<file path="src/logic/icache_params.svh">
//----------------------------
// icache front end macros
// TQ depth, line geometry, field widths and address bit positions
//----------------------------
`ifndef ICACHE_PARAMS_SVH
`define ICACHE_PARAMS_SVH

`define ICACHE_NUM_TQ_ENTRY 4
`define ICACHE_WORDS_IN_CL  4
`define ICACHE_NUM_SETS     16
`define ICACHE_ADDR_W       32
`define ICACHE_REG_ID_W     5
`define ICACHE_WORD_W       32

// derived field widths
`define ICACHE_TQ_ID_W      $clog2(`ICACHE_NUM_TQ_ENTRY)
`define ICACHE_WORD_OFF_W   $clog2(`ICACHE_WORDS_IN_CL)
`define ICACHE_SET_W        $clog2(`ICACHE_NUM_SETS)
`define ICACHE_WORD_OFF_LSB 2
`define ICACHE_SET_LSB      (`ICACHE_WORD_OFF_LSB + `ICACHE_WORD_OFF_W)
`define ICACHE_TAG_W        (`ICACHE_ADDR_W - `ICACHE_SET_LSB - `ICACHE_SET_W)
`define ICACHE_CL_ADDR_W    (`ICACHE_TAG_W + `ICACHE_SET_W)

`endif

</file>
<file path="src/logic/icache_pkg.sv">
//----------------------------
// shared types of the icache front end
// address fields, TQ entry state, lookup op and lookup result
//----------------------------
`default_nettype none

`include "icache_params.svh"

package icache_pkg;

//----------------------------
// vectors
//----------------------------
typedef logic [`ICACHE_ADDR_W-1:0]                        t_address;
typedef logic [`ICACHE_WORD_W-1:0]                        t_word;
typedef logic [`ICACHE_WORDS_IN_CL*`ICACHE_WORD_W-1:0]    t_cl;
typedef logic [`ICACHE_WORD_OFF_W-1:0]                    t_word_offset;
typedef logic [`ICACHE_SET_W-1:0]                         t_set;
typedef logic [`ICACHE_TAG_W-1:0]                         t_tag;
typedef logic [`ICACHE_CL_ADDR_W-1:0]                     t_cl_address; // tag and set
typedef logic [`ICACHE_REG_ID_W-1:0]                      t_reg_id;
typedef logic [`ICACHE_TQ_ID_W-1:0]                       t_tq_id;

//----------------------------
// enums
//----------------------------
typedef enum logic [1:0] {
    s_idle,
    s_lu_core,          // lookup in flight
    s_mb_wait_fill,     // FM read outstanding
    s_mb_fill_ready     // line buffered, waiting for a pipe slot
} t_tq_state;

typedef enum logic [1:0] {
    no_lu,
    rd_lu,
    fill_lu
} t_lu_op;

typedef enum logic [1:0] {
    hit,
    miss,
    fill
} t_lu_result;

endpackage

`default_nettype wire

</file>
<file path="src/logic/icache_req_decode.sv">
//----------------------------
// request decode
// reissue buffer, read miss stall, ready
// q1 lookup mux between core, reissue and fill
//----------------------------
`timescale 1ns/10ps
`default_nettype none

`include "icache_params.svh"

module icache_req_decode
    import icache_pkg::*;
(
    input  logic         clk,
    input  logic         reset,
    input  logic         req_valid,
    input  t_address     req_address,
    input  t_reg_id      req_reg_id,
    output logic         ready,
    input  logic         early_rd_miss,
    input  logic         early_fill_valid,
    input  t_tq_id       early_tq_id,
    input  t_cl_address  early_cl_address,
    input  logic         tq_full,
    input  t_tq_id       free_tq_id,
    input  logic         fill_exists,
    input  t_tq_id       fill_tq_id,
    input  t_cl_address  fill_cl_address,
    input  t_word_offset fill_word_offset,
    input  t_reg_id      fill_reg_id,
    input  t_cl          fill_cl_data,
    output logic         req_pending,
    output logic         alloc_valid,
    output t_cl_address  alloc_cl_address,
    output t_word_offset alloc_word_offset,
    output t_reg_id      alloc_reg_id,
    output logic         lu_req_valid,
    output t_lu_op       lu_req_op,
    output t_address     lu_req_address,
    output t_reg_id      lu_req_reg_id,
    output t_tq_id       lu_req_tq_id,
    output t_cl          lu_req_cl_data
);

logic        stall_rd_miss_q;
logic        rd_miss_was_filled;
logic        set_was_filled;
logic        sel_reissue;
logic        reissue_valid;
t_address    reissue_address;
t_reg_id     reissue_reg_id;
t_tq_id      rd_miss_tq_id;
t_cl_address rd_miss_cl_address;
logic        cur_valid;
t_address    cur_address;
t_reg_id     cur_reg_id;

//----------------------------
// reissue buffer
//----------------------------
// the q1 request is cancelled by a q2 miss, keep it and the missing line
always_ff @(posedge clk) begin
    if (early_rd_miss) begin
        reissue_address    <= req_address;
        reissue_reg_id     <= req_reg_id;
        rd_miss_tq_id      <= early_tq_id;
        rd_miss_cl_address <= early_cl_address;
    end
end

assign set_was_filled = stall_rd_miss_q && early_fill_valid &&
                        (early_tq_id == rd_miss_tq_id) &&
                        (early_cl_address == rd_miss_cl_address);

always_ff @(posedge clk) begin
    if (reset) begin
        reissue_valid      <= 1'b0;
        stall_rd_miss_q    <= 1'b0;
        rd_miss_was_filled <= 1'b0;
    end else begin
        if (early_rd_miss)
            reissue_valid <= req_valid;     // may be an empty slot
        if (sel_reissue)
            stall_rd_miss_q <= 1'b0;
        else if (early_rd_miss)
            stall_rd_miss_q <= 1'b1;
        if (sel_reissue)
            rd_miss_was_filled <= 1'b0;
        else if (set_was_filled)
            rd_miss_was_filled <= 1'b1;
    end
end

// let any waiting fill go first, the reissue follows
assign sel_reissue = rd_miss_was_filled && !fill_exists;
assign cur_valid   = sel_reissue ? reissue_valid   : req_valid;
assign cur_address = sel_reissue ? reissue_address : req_address;
assign cur_reg_id  = sel_reissue ? reissue_reg_id  : req_reg_id;

assign ready       = !(tq_full || stall_rd_miss_q || early_rd_miss);
assign req_pending = cur_valid;                     // blocks the fill even when cancelled

assign alloc_valid       = cur_valid && !early_rd_miss;
assign alloc_cl_address  = cur_address[`ICACHE_ADDR_W-1 -: `ICACHE_CL_ADDR_W];
assign alloc_word_offset = cur_address[`ICACHE_WORD_OFF_LSB +: `ICACHE_WORD_OFF_W];
assign alloc_reg_id      = cur_reg_id;

//----------------------------
// q1 lookup mux
//----------------------------
always_comb begin
    lu_req_valid   = 1'b0;
    lu_req_op      = no_lu;
    lu_req_address = cur_address;
    lu_req_reg_id  = cur_reg_id;
    lu_req_tq_id   = free_tq_id;
    lu_req_cl_data = '0;
    if (cur_valid) begin
        if (!early_rd_miss) begin
            lu_req_valid = 1'b1;
            lu_req_op    = rd_lu;
        end
    end else if (fill_exists) begin
        lu_req_valid   = 1'b1;
        lu_req_op      = fill_lu;
        lu_req_address = {fill_cl_address, fill_word_offset, 2'b00};
        lu_req_reg_id  = fill_reg_id;
        lu_req_tq_id   = fill_tq_id;
        lu_req_cl_data = fill_cl_data;
    end
end

endmodule

`default_nettype wire

</file>
<file path="src/logic/icache_tq.sv">
//----------------------------
// transaction queue
// per entry FSM and fields, first free and first fill select
// FM read request issue
//----------------------------
`timescale 1ns/10ps
`default_nettype none

`include "icache_params.svh"

module icache_tq
    import icache_pkg::*;
(
    input  logic         clk,
    input  logic         reset,
    input  logic         alloc_valid,
    input  t_cl_address  alloc_cl_address,
    input  t_word_offset alloc_word_offset,
    input  t_reg_id      alloc_reg_id,
    input  logic         lu_rsp_valid,
    input  t_lu_result   lu_rsp_result,
    input  t_tq_id       lu_rsp_tq_id,
    input  logic         fm_rd_rsp_valid,
    input  t_cl_address  fm_rd_rsp_cl_address,
    input  t_cl          fm_rd_rsp_data,
    input  logic         req_pending,
    output t_tq_id       free_tq_id,
    output logic         tq_full,
    output logic         fill_exists,
    output t_tq_id       fill_tq_id,
    output t_cl_address  fill_cl_address,
    output t_word_offset fill_word_offset,
    output t_reg_id      fill_reg_id,
    output t_cl          fill_cl_data,
    output logic         fm_rd_req_valid,
    output t_cl_address  fm_rd_req_cl_address
);

t_tq_state    tq_state      [`ICACHE_NUM_TQ_ENTRY];
t_tq_state    next_tq_state [`ICACHE_NUM_TQ_ENTRY];
t_cl_address  tq_cl_address [`ICACHE_NUM_TQ_ENTRY];
t_word_offset tq_word_offset[`ICACHE_NUM_TQ_ENTRY];
t_reg_id      tq_reg_id     [`ICACHE_NUM_TQ_ENTRY];
t_cl          tq_line       [`ICACHE_NUM_TQ_ENTRY];

logic [`ICACHE_NUM_TQ_ENTRY-1:0] alloc_entry;
logic [`ICACHE_NUM_TQ_ENTRY-1:0] load_line;
logic [`ICACHE_TQ_ID_W:0]        idle_count;
logic                            free_exists;

//----------------------------
// entry select
//----------------------------
// walk downwards so the lowest index wins
always_comb begin
    free_exists = 1'b0;
    free_tq_id  = '0;
    fill_exists = 1'b0;
    fill_tq_id  = '0;
    idle_count  = '0;
    for (int i = `ICACHE_NUM_TQ_ENTRY-1; i >= 0; i--) begin
        if (tq_state[i] == s_idle) begin
            free_exists = 1'b1;
            free_tq_id  = t_tq_id'(i);
            idle_count  = idle_count + 1'b1;
        end
        if (tq_state[i] == s_mb_fill_ready) begin
            fill_exists = 1'b1;
            fill_tq_id  = t_tq_id'(i);
        end
    end
end

// one entry stays spare for the request cancelled behind a miss
assign tq_full = (idle_count <= 1);

//----------------------------
// entry FSMs
//----------------------------
always_comb begin
    for (int i = 0; i < `ICACHE_NUM_TQ_ENTRY; i++) begin
        next_tq_state[i] = tq_state[i];
        alloc_entry[i]   = alloc_valid && free_exists && (free_tq_id == t_tq_id'(i));
        load_line[i]     = 1'b0;
        unique case (tq_state[i])
            s_idle: begin
                if (alloc_entry[i])
                    next_tq_state[i] = s_lu_core;
            end
            s_lu_core: begin
                if (lu_rsp_valid && (lu_rsp_tq_id == t_tq_id'(i))) begin
                    if (lu_rsp_result == hit)
                        next_tq_state[i] = s_idle;
                    else if (lu_rsp_result == miss)
                        next_tq_state[i] = s_mb_wait_fill;
                    // a fill result here is left over from the previous owner
                end
            end
            s_mb_wait_fill: begin
                if (fm_rd_rsp_valid && (fm_rd_rsp_cl_address == tq_cl_address[i])) begin
                    next_tq_state[i] = s_mb_fill_ready;
                    load_line[i]     = 1'b1;
                end
            end
            s_mb_fill_ready: begin
                if ((fill_tq_id == t_tq_id'(i)) && !req_pending)   // pipe slot taken
                    next_tq_state[i] = s_idle;
            end
            default: begin
                next_tq_state[i] = s_idle;
            end
        endcase
    end
end

always_ff @(posedge clk) begin
    for (int i = 0; i < `ICACHE_NUM_TQ_ENTRY; i++) begin
        if (reset)
            tq_state[i] <= s_idle;
        else
            tq_state[i] <= next_tq_state[i];
        if (alloc_entry[i]) begin
            tq_cl_address[i]  <= alloc_cl_address;
            tq_word_offset[i] <= alloc_word_offset;
            tq_reg_id[i]      <= alloc_reg_id;
        end
        if (load_line[i])
            tq_line[i] <= fm_rd_rsp_data;
    end
end

assign fill_cl_address  = tq_cl_address[fill_tq_id];
assign fill_word_offset = tq_word_offset[fill_tq_id];
assign fill_reg_id      = tq_reg_id[fill_tq_id];
assign fill_cl_data     = tq_line[fill_tq_id];

//----------------------------
// FM read request
//----------------------------
always_ff @(posedge clk) begin
    if (reset)
        fm_rd_req_valid <= 1'b0;
    else
        fm_rd_req_valid <= lu_rsp_valid && (lu_rsp_result == miss);
    fm_rd_req_cl_address <= tq_cl_address[lu_rsp_tq_id];
end

endmodule

`default_nettype wire

</file>
<file path="src/logic/icache_lookup_pipe.sv">
//----------------------------
// lookup pipe
// tag, valid and line arrays, q1 to q3 stages
// early miss and fill report at q2, lookup response at q3
//----------------------------
`timescale 1ns/10ps
`default_nettype none

`include "icache_params.svh"

module icache_lookup_pipe
    import icache_pkg::*;
(
    input  logic        clk,
    input  logic        reset,
    input  logic        lu_req_valid,
    input  t_lu_op      lu_req_op,
    input  t_address    lu_req_address,
    input  t_reg_id     lu_req_reg_id,
    input  t_tq_id      lu_req_tq_id,
    input  t_cl         lu_req_cl_data,
    output logic        early_rd_miss,
    output logic        early_fill_valid,
    output t_tq_id      early_tq_id,
    output t_cl_address early_cl_address,
    output logic        lu_rsp_valid,
    output t_lu_op      lu_rsp_op,
    output t_lu_result  lu_rsp_result,
    output t_tq_id      lu_rsp_tq_id,
    output t_address    lu_rsp_address,
    output t_reg_id     lu_rsp_reg_id,
    output t_cl         lu_rsp_cl_data
);

logic [`ICACHE_NUM_SETS-1:0] set_valid;
t_tag                        set_tag [`ICACHE_NUM_SETS];
t_cl                         set_line[`ICACHE_NUM_SETS];

logic       wr_en;
t_set       wr_set;
t_tag       wr_tag;
t_set       req_set;
logic       fwd_q1;
logic       q2_valid;
t_lu_op     q2_op;
t_address   q2_address;
t_reg_id    q2_reg_id;
t_tq_id     q2_tq_id;
t_cl        q2_cl_data;         // fill payload, or the line read at q1
logic       q2_way_valid;
t_tag       q2_way_tag;
logic       fwd_q2;
logic       q2_hit;
t_cl        q2_line;
t_lu_result q2_result;

//----------------------------
// arrays, written by a fill at q3
//----------------------------
assign wr_en  = lu_rsp_valid && (lu_rsp_op == fill_lu);
assign wr_set = lu_rsp_address[`ICACHE_SET_LSB +: `ICACHE_SET_W];
assign wr_tag = lu_rsp_address[`ICACHE_ADDR_W-1 -: `ICACHE_TAG_W];

always_ff @(posedge clk) begin
    if (reset)
        set_valid <= '0;
    else if (wr_en)
        set_valid[wr_set] <= 1'b1;
    if (wr_en) begin
        set_tag[wr_set]  <= wr_tag;
        set_line[wr_set] <= lu_rsp_cl_data;
    end
end

//----------------------------
// q1, register request and read the set
//----------------------------
assign req_set = lu_req_address[`ICACHE_SET_LSB +: `ICACHE_SET_W];
assign fwd_q1  = wr_en && (wr_set == req_set);     // same edge as the write

always_ff @(posedge clk) begin
    if (reset)
        q2_valid <= 1'b0;
    else
        q2_valid <= lu_req_valid;
    q2_op        <= lu_req_op;
    q2_address   <= lu_req_address;
    q2_reg_id    <= lu_req_reg_id;
    q2_tq_id     <= lu_req_tq_id;
    q2_way_valid <= fwd_q1 || set_valid[req_set];
    q2_way_tag   <= fwd_q1 ? wr_tag : set_tag[req_set];
    if (lu_req_op == fill_lu)
        q2_cl_data <= lu_req_cl_data;
    else
        q2_cl_data <= fwd_q1 ? lu_rsp_cl_data : set_line[req_set];
end

//----------------------------
// q2, tag compare
//----------------------------
// a fill one slot ahead sits in q3 and is not written yet
assign fwd_q2 = wr_en && (wr_set == q2_address[`ICACHE_SET_LSB +: `ICACHE_SET_W]);
assign q2_hit = (fwd_q2 ? 1'b1 : q2_way_valid) &&
                ((fwd_q2 ? wr_tag : q2_way_tag) == q2_address[`ICACHE_ADDR_W-1 -: `ICACHE_TAG_W]);
assign q2_line   = (fwd_q2 && (q2_op == rd_lu)) ? lu_rsp_cl_data : q2_cl_data;
assign q2_result = (q2_op == fill_lu) ? fill : (q2_hit ? hit : miss);

assign early_rd_miss    = q2_valid && (q2_op == rd_lu) && !q2_hit;
assign early_fill_valid = q2_valid && (q2_op == fill_lu);
assign early_tq_id      = q2_tq_id;
assign early_cl_address = q2_address[`ICACHE_ADDR_W-1 -: `ICACHE_CL_ADDR_W];

//----------------------------
// q3, lookup response
//----------------------------
always_ff @(posedge clk) begin
    if (reset)
        lu_rsp_valid <= 1'b0;
    else
        lu_rsp_valid <= q2_valid;
    lu_rsp_op      <= q2_op;
    lu_rsp_result  <= q2_result;
    lu_rsp_tq_id   <= q2_tq_id;
    lu_rsp_address <= q2_address;
    lu_rsp_reg_id  <= q2_reg_id;
    lu_rsp_cl_data <= q2_line;
end

endmodule

`default_nettype wire

</file>
<file path="src/logic/icache_rsp_select.sv">
//----------------------------
// core response
// valid decode, word select, registered output
//----------------------------
`timescale 1ns/10ps
`default_nettype none

`include "icache_params.svh"

module icache_rsp_select
    import icache_pkg::*;
(
    input  logic       clk,
    input  logic       reset,
    input  logic       lu_rsp_valid,
    input  t_lu_op     lu_rsp_op,
    input  t_lu_result lu_rsp_result,
    input  t_address   lu_rsp_address,
    input  t_reg_id    lu_rsp_reg_id,
    input  t_cl        lu_rsp_cl_data,
    output logic       rsp_valid,
    output t_address   rsp_address,
    output t_word      rsp_data,
    output t_reg_id    rsp_reg_id
);

logic         rsp_fire;
t_word_offset word_sel;

// every fill carries the read that missed
assign rsp_fire = lu_rsp_valid &&
                  (((lu_rsp_op == rd_lu) && (lu_rsp_result == hit)) || (lu_rsp_op == fill_lu));
assign word_sel = lu_rsp_address[`ICACHE_WORD_OFF_LSB +: `ICACHE_WORD_OFF_W];

always_ff @(posedge clk) begin
    if (reset)
        rsp_valid <= 1'b0;
    else
        rsp_valid <= rsp_fire;
    rsp_address <= lu_rsp_address;
    rsp_reg_id  <= lu_rsp_reg_id;
    rsp_data    <= lu_rsp_cl_data[word_sel*`ICACHE_WORD_W +: `ICACHE_WORD_W];
end

endmodule

`default_nettype wire

</file>
<file path="src/logic/icache_top.sv">
//----------------------------
// icache front end top
// decode, TQ, lookup pipe and response stage
//----------------------------
`timescale 1ns/10ps
`default_nettype none

module icache_top
    import icache_pkg::*;
(
    input  logic        clk,
    input  logic        reset,
    input  logic        req_valid,
    input  t_address    req_address,
    input  t_reg_id     req_reg_id,
    output logic        ready,
    output logic        rsp_valid,
    output t_address    rsp_address,
    output t_word       rsp_data,
    output t_reg_id     rsp_reg_id,
    output logic        fm_rd_req_valid,
    output t_cl_address fm_rd_req_cl_address,
    input  logic        fm_rd_rsp_valid,
    input  t_cl_address fm_rd_rsp_cl_address,
    input  t_cl         fm_rd_rsp_data
);

// q1 request
logic         lu_req_valid;
t_lu_op       lu_req_op;
t_address     lu_req_address;
t_reg_id      lu_req_reg_id;
t_tq_id       lu_req_tq_id;
t_cl          lu_req_cl_data;
// q2 early report
logic         early_rd_miss;
logic         early_fill_valid;
t_tq_id       early_tq_id;
t_cl_address  early_cl_address;
// q3 response
logic         lu_rsp_valid;
t_lu_op       lu_rsp_op;
t_lu_result   lu_rsp_result;
t_tq_id       lu_rsp_tq_id;
t_address     lu_rsp_address;
t_reg_id      lu_rsp_reg_id;
t_cl          lu_rsp_cl_data;
// decode and TQ
logic         alloc_valid;
t_cl_address  alloc_cl_address;
t_word_offset alloc_word_offset;
t_reg_id      alloc_reg_id;
logic         req_pending;
t_tq_id       free_tq_id;
logic         tq_full;
logic         fill_exists;
t_tq_id       fill_tq_id;
t_cl_address  fill_cl_address;
t_word_offset fill_word_offset;
t_reg_id      fill_reg_id;
t_cl          fill_cl_data;

icache_req_decode  i_icache_req_decode  (.*);
icache_tq          i_icache_tq          (.*);
icache_lookup_pipe i_icache_lookup_pipe (.*);
icache_rsp_select  i_icache_rsp_select  (.*);

endmodule

`default_nettype wire

</file>
<file path="config.mk">
export PLATFORM = sky130hd
export DESIGN_NAME = icache_top
export DESIGN_NICKNAME = d
export VERILOG_FILES = /design/src/logic/icache_pkg.sv /design/src/logic/icache_req_decode.sv /design/src/logic/icache_tq.sv /design/src/logic/icache_lookup_pipe.sv /design/src/logic/icache_rsp_select.sv /design/src/logic/icache_top.sv
export VERILOG_INCLUDE_DIRS = /design/src /design/src/logic
export SDC_FILE = /design/constraint.sdc
export NUM_CORES = 2
export LEC_CHECK = 0
export ABC_AREA = 1
export BUFFER_PORTS_ARGS = -buffer_cell sky130_fd_sc_hd__buf_4
export CAP_MARGIN = 30
export CORE_MARGIN = 1
export CORE_UTILIZATION = 61
export DETAILED_ROUTE_END_ITERATION = 10
export PLACE_DENSITY = 0.78
export REMOVE_ABC_BUFFERS = 1
export SYNTH_ARGS = -nofsm -noshare
export SYNTH_HDL_FRONTEND = slang
export SYNTH_SLANG_ARGS = --single-unit
</file>
<file path="constraint.sdc">
create_clock -name clk -period 15.6 [get_ports clk]
set_clock_uncertainty 0.2 [all_clocks]
set_input_delay 0.78 -clock clk [delete_from_list [all_inputs] [get_ports clk]]
set_output_delay 0.78 -clock clk [all_outputs]
set_load 0.05 [all_outputs]
</file>
==> metrics.yaml <==
initial_utilization_pct: 61.4
antenna_found_initial: 26
crit_arrival_ns: 8.79
first_pass_iters: 6
layout-drive-gt1-share_pct: 9.23
detailed_place_hpwl_um: 203000
fin_crit_ns: 8.13
p_leak_nw: 58.7
rsz0062_at_grt: "false"
min_path_type: "register to register"
ys.flop_type: "edfxtp_1"
cts_sinks: 3620
worstSetupPathType: "register to register"
dieArea_um2: 236000
synth_edf_count: 3279
clock_latency_ns: 0.98
synthAdderAreaFrac_pct: 0.184
finalSetupViolations: 0
drc: 0
fp.dieH_um: 486
synth-compound-area-share_pct: 7.98
layout_common_cells: "edfxtp_1 (3,279), nand3_1 (1,586), nand2_1 (1,580)"
outcome: "finished, violations left"
worst_slew_pin_slew_ns: 1.52
clock.fmax_mhz: 123
grt_use_total_pct: 33.0
gr-total-overflow: 0
synth.avg_cell_area_um2: 12.2
drt-initial-drc-count: 12800
ys_ff_latch: 3620
synth_top_family_by_area: "simple AND/OR/NAND/NOR gates"
synth-xor-area-share_pct: 0.423
vias: 96400
routed_via_density: 6.27
report.final.slew_viol_count: 33
antenna_left: 0
path_max_fanout: 135
grt_pass1_vias: 94100
fin_crit_sh_pct: 52.1
timing.final.ws_setup_ns: 7.47
ys_types: 45
syn_area_um2: 143000
hold_viol_final: 0
synthMuxAreaShare_pct: 0
final_common_cell: "edfxtp_1"
syn_inst: 11700
coreArea_um2: 233000
placed_area_um2: 148000
synthArstFlopShare_pct: 0
cts_root_buf: "clkbuf_16"
worst_setup_path_start_kind: "register"
numCtsBuffers: 365
layout-area-overhead-vs-synth_pct: 13.1
wl_per_cell_um: 25.6
path_clk_slew_ns: 0.07
yosysSeqAreaShare_pct: 73.7
relSlewSlack_pct: -1.60
crit_required_ns: 16.27
violations: "max-slew violations"
io_pins: 297
preCtsSetupSlack_ns: 7.72
yosysWarnings: 0
final_nets: 12200
grt_pass1_wl_um: 581000
cts_max_path_buffers: 4
ir_drop_v: 0.000121
io_buffers: 296
die_x_um: 486
r2r_cells: 25
cp-end-kind: "register"
grt_max_degree: 306
finalSetupTns_ns: 0
synth_simple_gate_area_share_pct: 12.9
hold_depth: 0
gp_congestion: 0.965
routed_wl_um: 394000
htreeDepth: 5
num_rows: 177
cts_tree: "built"
final_cell_area_um2: 162000
p_per_area_nw_per_um2: 146
maxCapViolations: 0
num-fill-cells: 15000
==> state kept, by name, indices dropped and copies added, names as in the netlist, 8 cells and up, named ones only <==
signal	count
i_icache_lookup_pipe.set_line	2048
i_icache_tq.tq_line	512
i_icache_lookup_pipe.set_tag	384
i_icache_lookup_pipe.lu_rsp_cl_data	128
i_icache_lookup_pipe.q2_cl_data	128
i_icache_tq.tq_cl_address	112
i_icache_lookup_pipe.lu_rsp_address	32
i_icache_lookup_pipe.q2_address	32
i_icache_req_decode.reissue_address	32
i_icache_rsp_select.rsp_address	32
i_icache_rsp_select.rsp_data	32
i_icache_req_decode.rd_miss_cl_address	28
i_icache_tq.fm_rd_req_cl_address	28
i_icache_tq.tq_reg_id	20
i_icache_lookup_pipe.set_valid	16
i_icache_tq.tq_word_offset	8
==> logic make-up (layout without fill, tap and decap cells) <==
logic type	Yosys count	count (layout)
buffers and inverters	1737	2296
other	0	19
AOI/OAI and AO/OA	2027	2027
and+or+nand+nor	4197	4197
xor gates and xnor gates	69	69
DFF	3620	3620
adders and majority gates	21	21
==> cells in the mapped netlist (14+ instances only) <==
| cell | count | area [um^2] |
|---|---|---|
| nand3_1 | 1589 | 7950 |
| inv_1 | 1000 | 3750 |
| o211ai_1 | 263 | 1970 |
| dfxtp_1 | 341 | 6830 |
| o21ai_0 | 848 | 4240 |
| o221ai_1 | 32 | 280 |
| buf_1 | 64 | 240 |
| nand4_1 | 108 | 676 |
| buf_2 | 230 | 1150 |
| or2_2 | 84 | 526 |
| a211oi_1 | 59 | 443 |
| o21ai_1 | 119 | 596 |
| nand2_1 | 1582 | 5940 |
| xnor2_1 | 48 | 420 |
| nor2_1 | 768 | 2880 |
| xor2_1 | 21 | 184 |
| o2111ai_1 | 14 | 123 |
| a21oi_1 | 569 | 2850 |
| edfxtp_1 | 3279 | 98500 |
| clkbuf_1 | 415 | 1560 |
| o22ai_1 | 61 | 382 |
| or2_0 | 31 | 194 |
| a22oi_1 | 28 | 210 |
| a2111oi_0 | 19 | 166 |
| ha_1 | 21 | 263 |
==> worst max-delay path, cell delays in order, from the launching register on <==
cell	delay (ns)
dfxtp_1	0.43
ha_1	0.34
inv_2	0.11
nand2_2	0.13
nor2_4	0.07
inv_4	0.22
nor2_4	0.05
inv_2	0.54
nand2_1	0.21
o21ai_4	0.20
nor2_4	0.20
inv_8	0.44
nand2_2	0.17
nand2_8	0.55
buf_4	0.73
buf_4	0.76
buf_4	0.67
buf_4	0.76
o21ai_0	0.17
inv_1	0.08
o21ai_1	0.07
nand3_1	0.14
nand2_1	0.09
nand2_1	0.08
nand3_1	0.08
a21oi_1	0.22
==> per-stage QoR <==
step           utilization (%)  total power (W)  instances  hold slack (ns)
2_1_floorplan                -           0.0139      10900            0.110
3_3_place_gp              63.4           0.0148      14500            0.113
3_5_place_dp              63.6           0.0150      14500            0.112
4_1_cts                   69.3           0.0235      15400            0.125
5_1_grt                   69.4           0.0243      15400            0.132
6_report                  69.4           0.0236      15400            0.125
==> worst paths after layout <==
check | slack [ns] | from | to
max | 7.47 | i_icache_tq.tq_state[0][0]$_SDFFE_PP0P_ | i_icache_lookup_pipe.q2_cl_data[16]$_DFF_P_
min | 0.12 | i_icache_lookup_pipe.lu_rsp_reg_id[2]$_DFF_P_ | i_icache_rsp_select.rsp_reg_id[2]$_DFF_P_
max reg2reg | 7.47 | i_icache_tq.tq_state[0][0]$_SDFFE_PP0P_ | i_icache_lookup_pipe.q2_cl_data[16]$_DFF_P_
min reg2reg | 0.12 | i_icache_lookup_pipe.lu_rsp_reg_id[2]$_DFF_P_ | i_icache_rsp_select.rsp_reg_id[2]$_DFF_P_
==> final cells by class <==
cell class,instances,area (um^2),share of cell area (%)
inverters,1012,3850,2.39
clock inverters,152,1690,1.05
diodes,19,47.5,0.0294
multi-input cells,6314,30900,19.1
clock buffers,503,10100,6.24
repair buffers,629,5740,3.55
flip-flops and latches,3620,105000,65.2
well taps,3132,3920,2.43
==> timing repair <==
action                                 in CTS  in global routing
endpoints found under the hold margin     569                  0
setup buffers                               0                  0
hold buffers                              167                  0
gates resized for setup                     0                  0
==> per-layer routing <==
layer  wire, um  global-route usage [%]
met1     141000                    44.0
met2     186000                    52.8
met3      45100                    5.33
met4      20800                    16.5
met5         19                       0
==> report_power, final <==
part	total [W]	internal (W)	switching, W
clock	0.00866	0.00511	0.00355
sequential	0.0121	0.0115	0.000651
combinational	0.00276	0.000793	0.00197
total	0.0236	0.0174	0.00617
Power figures use the tool's default switching activity.
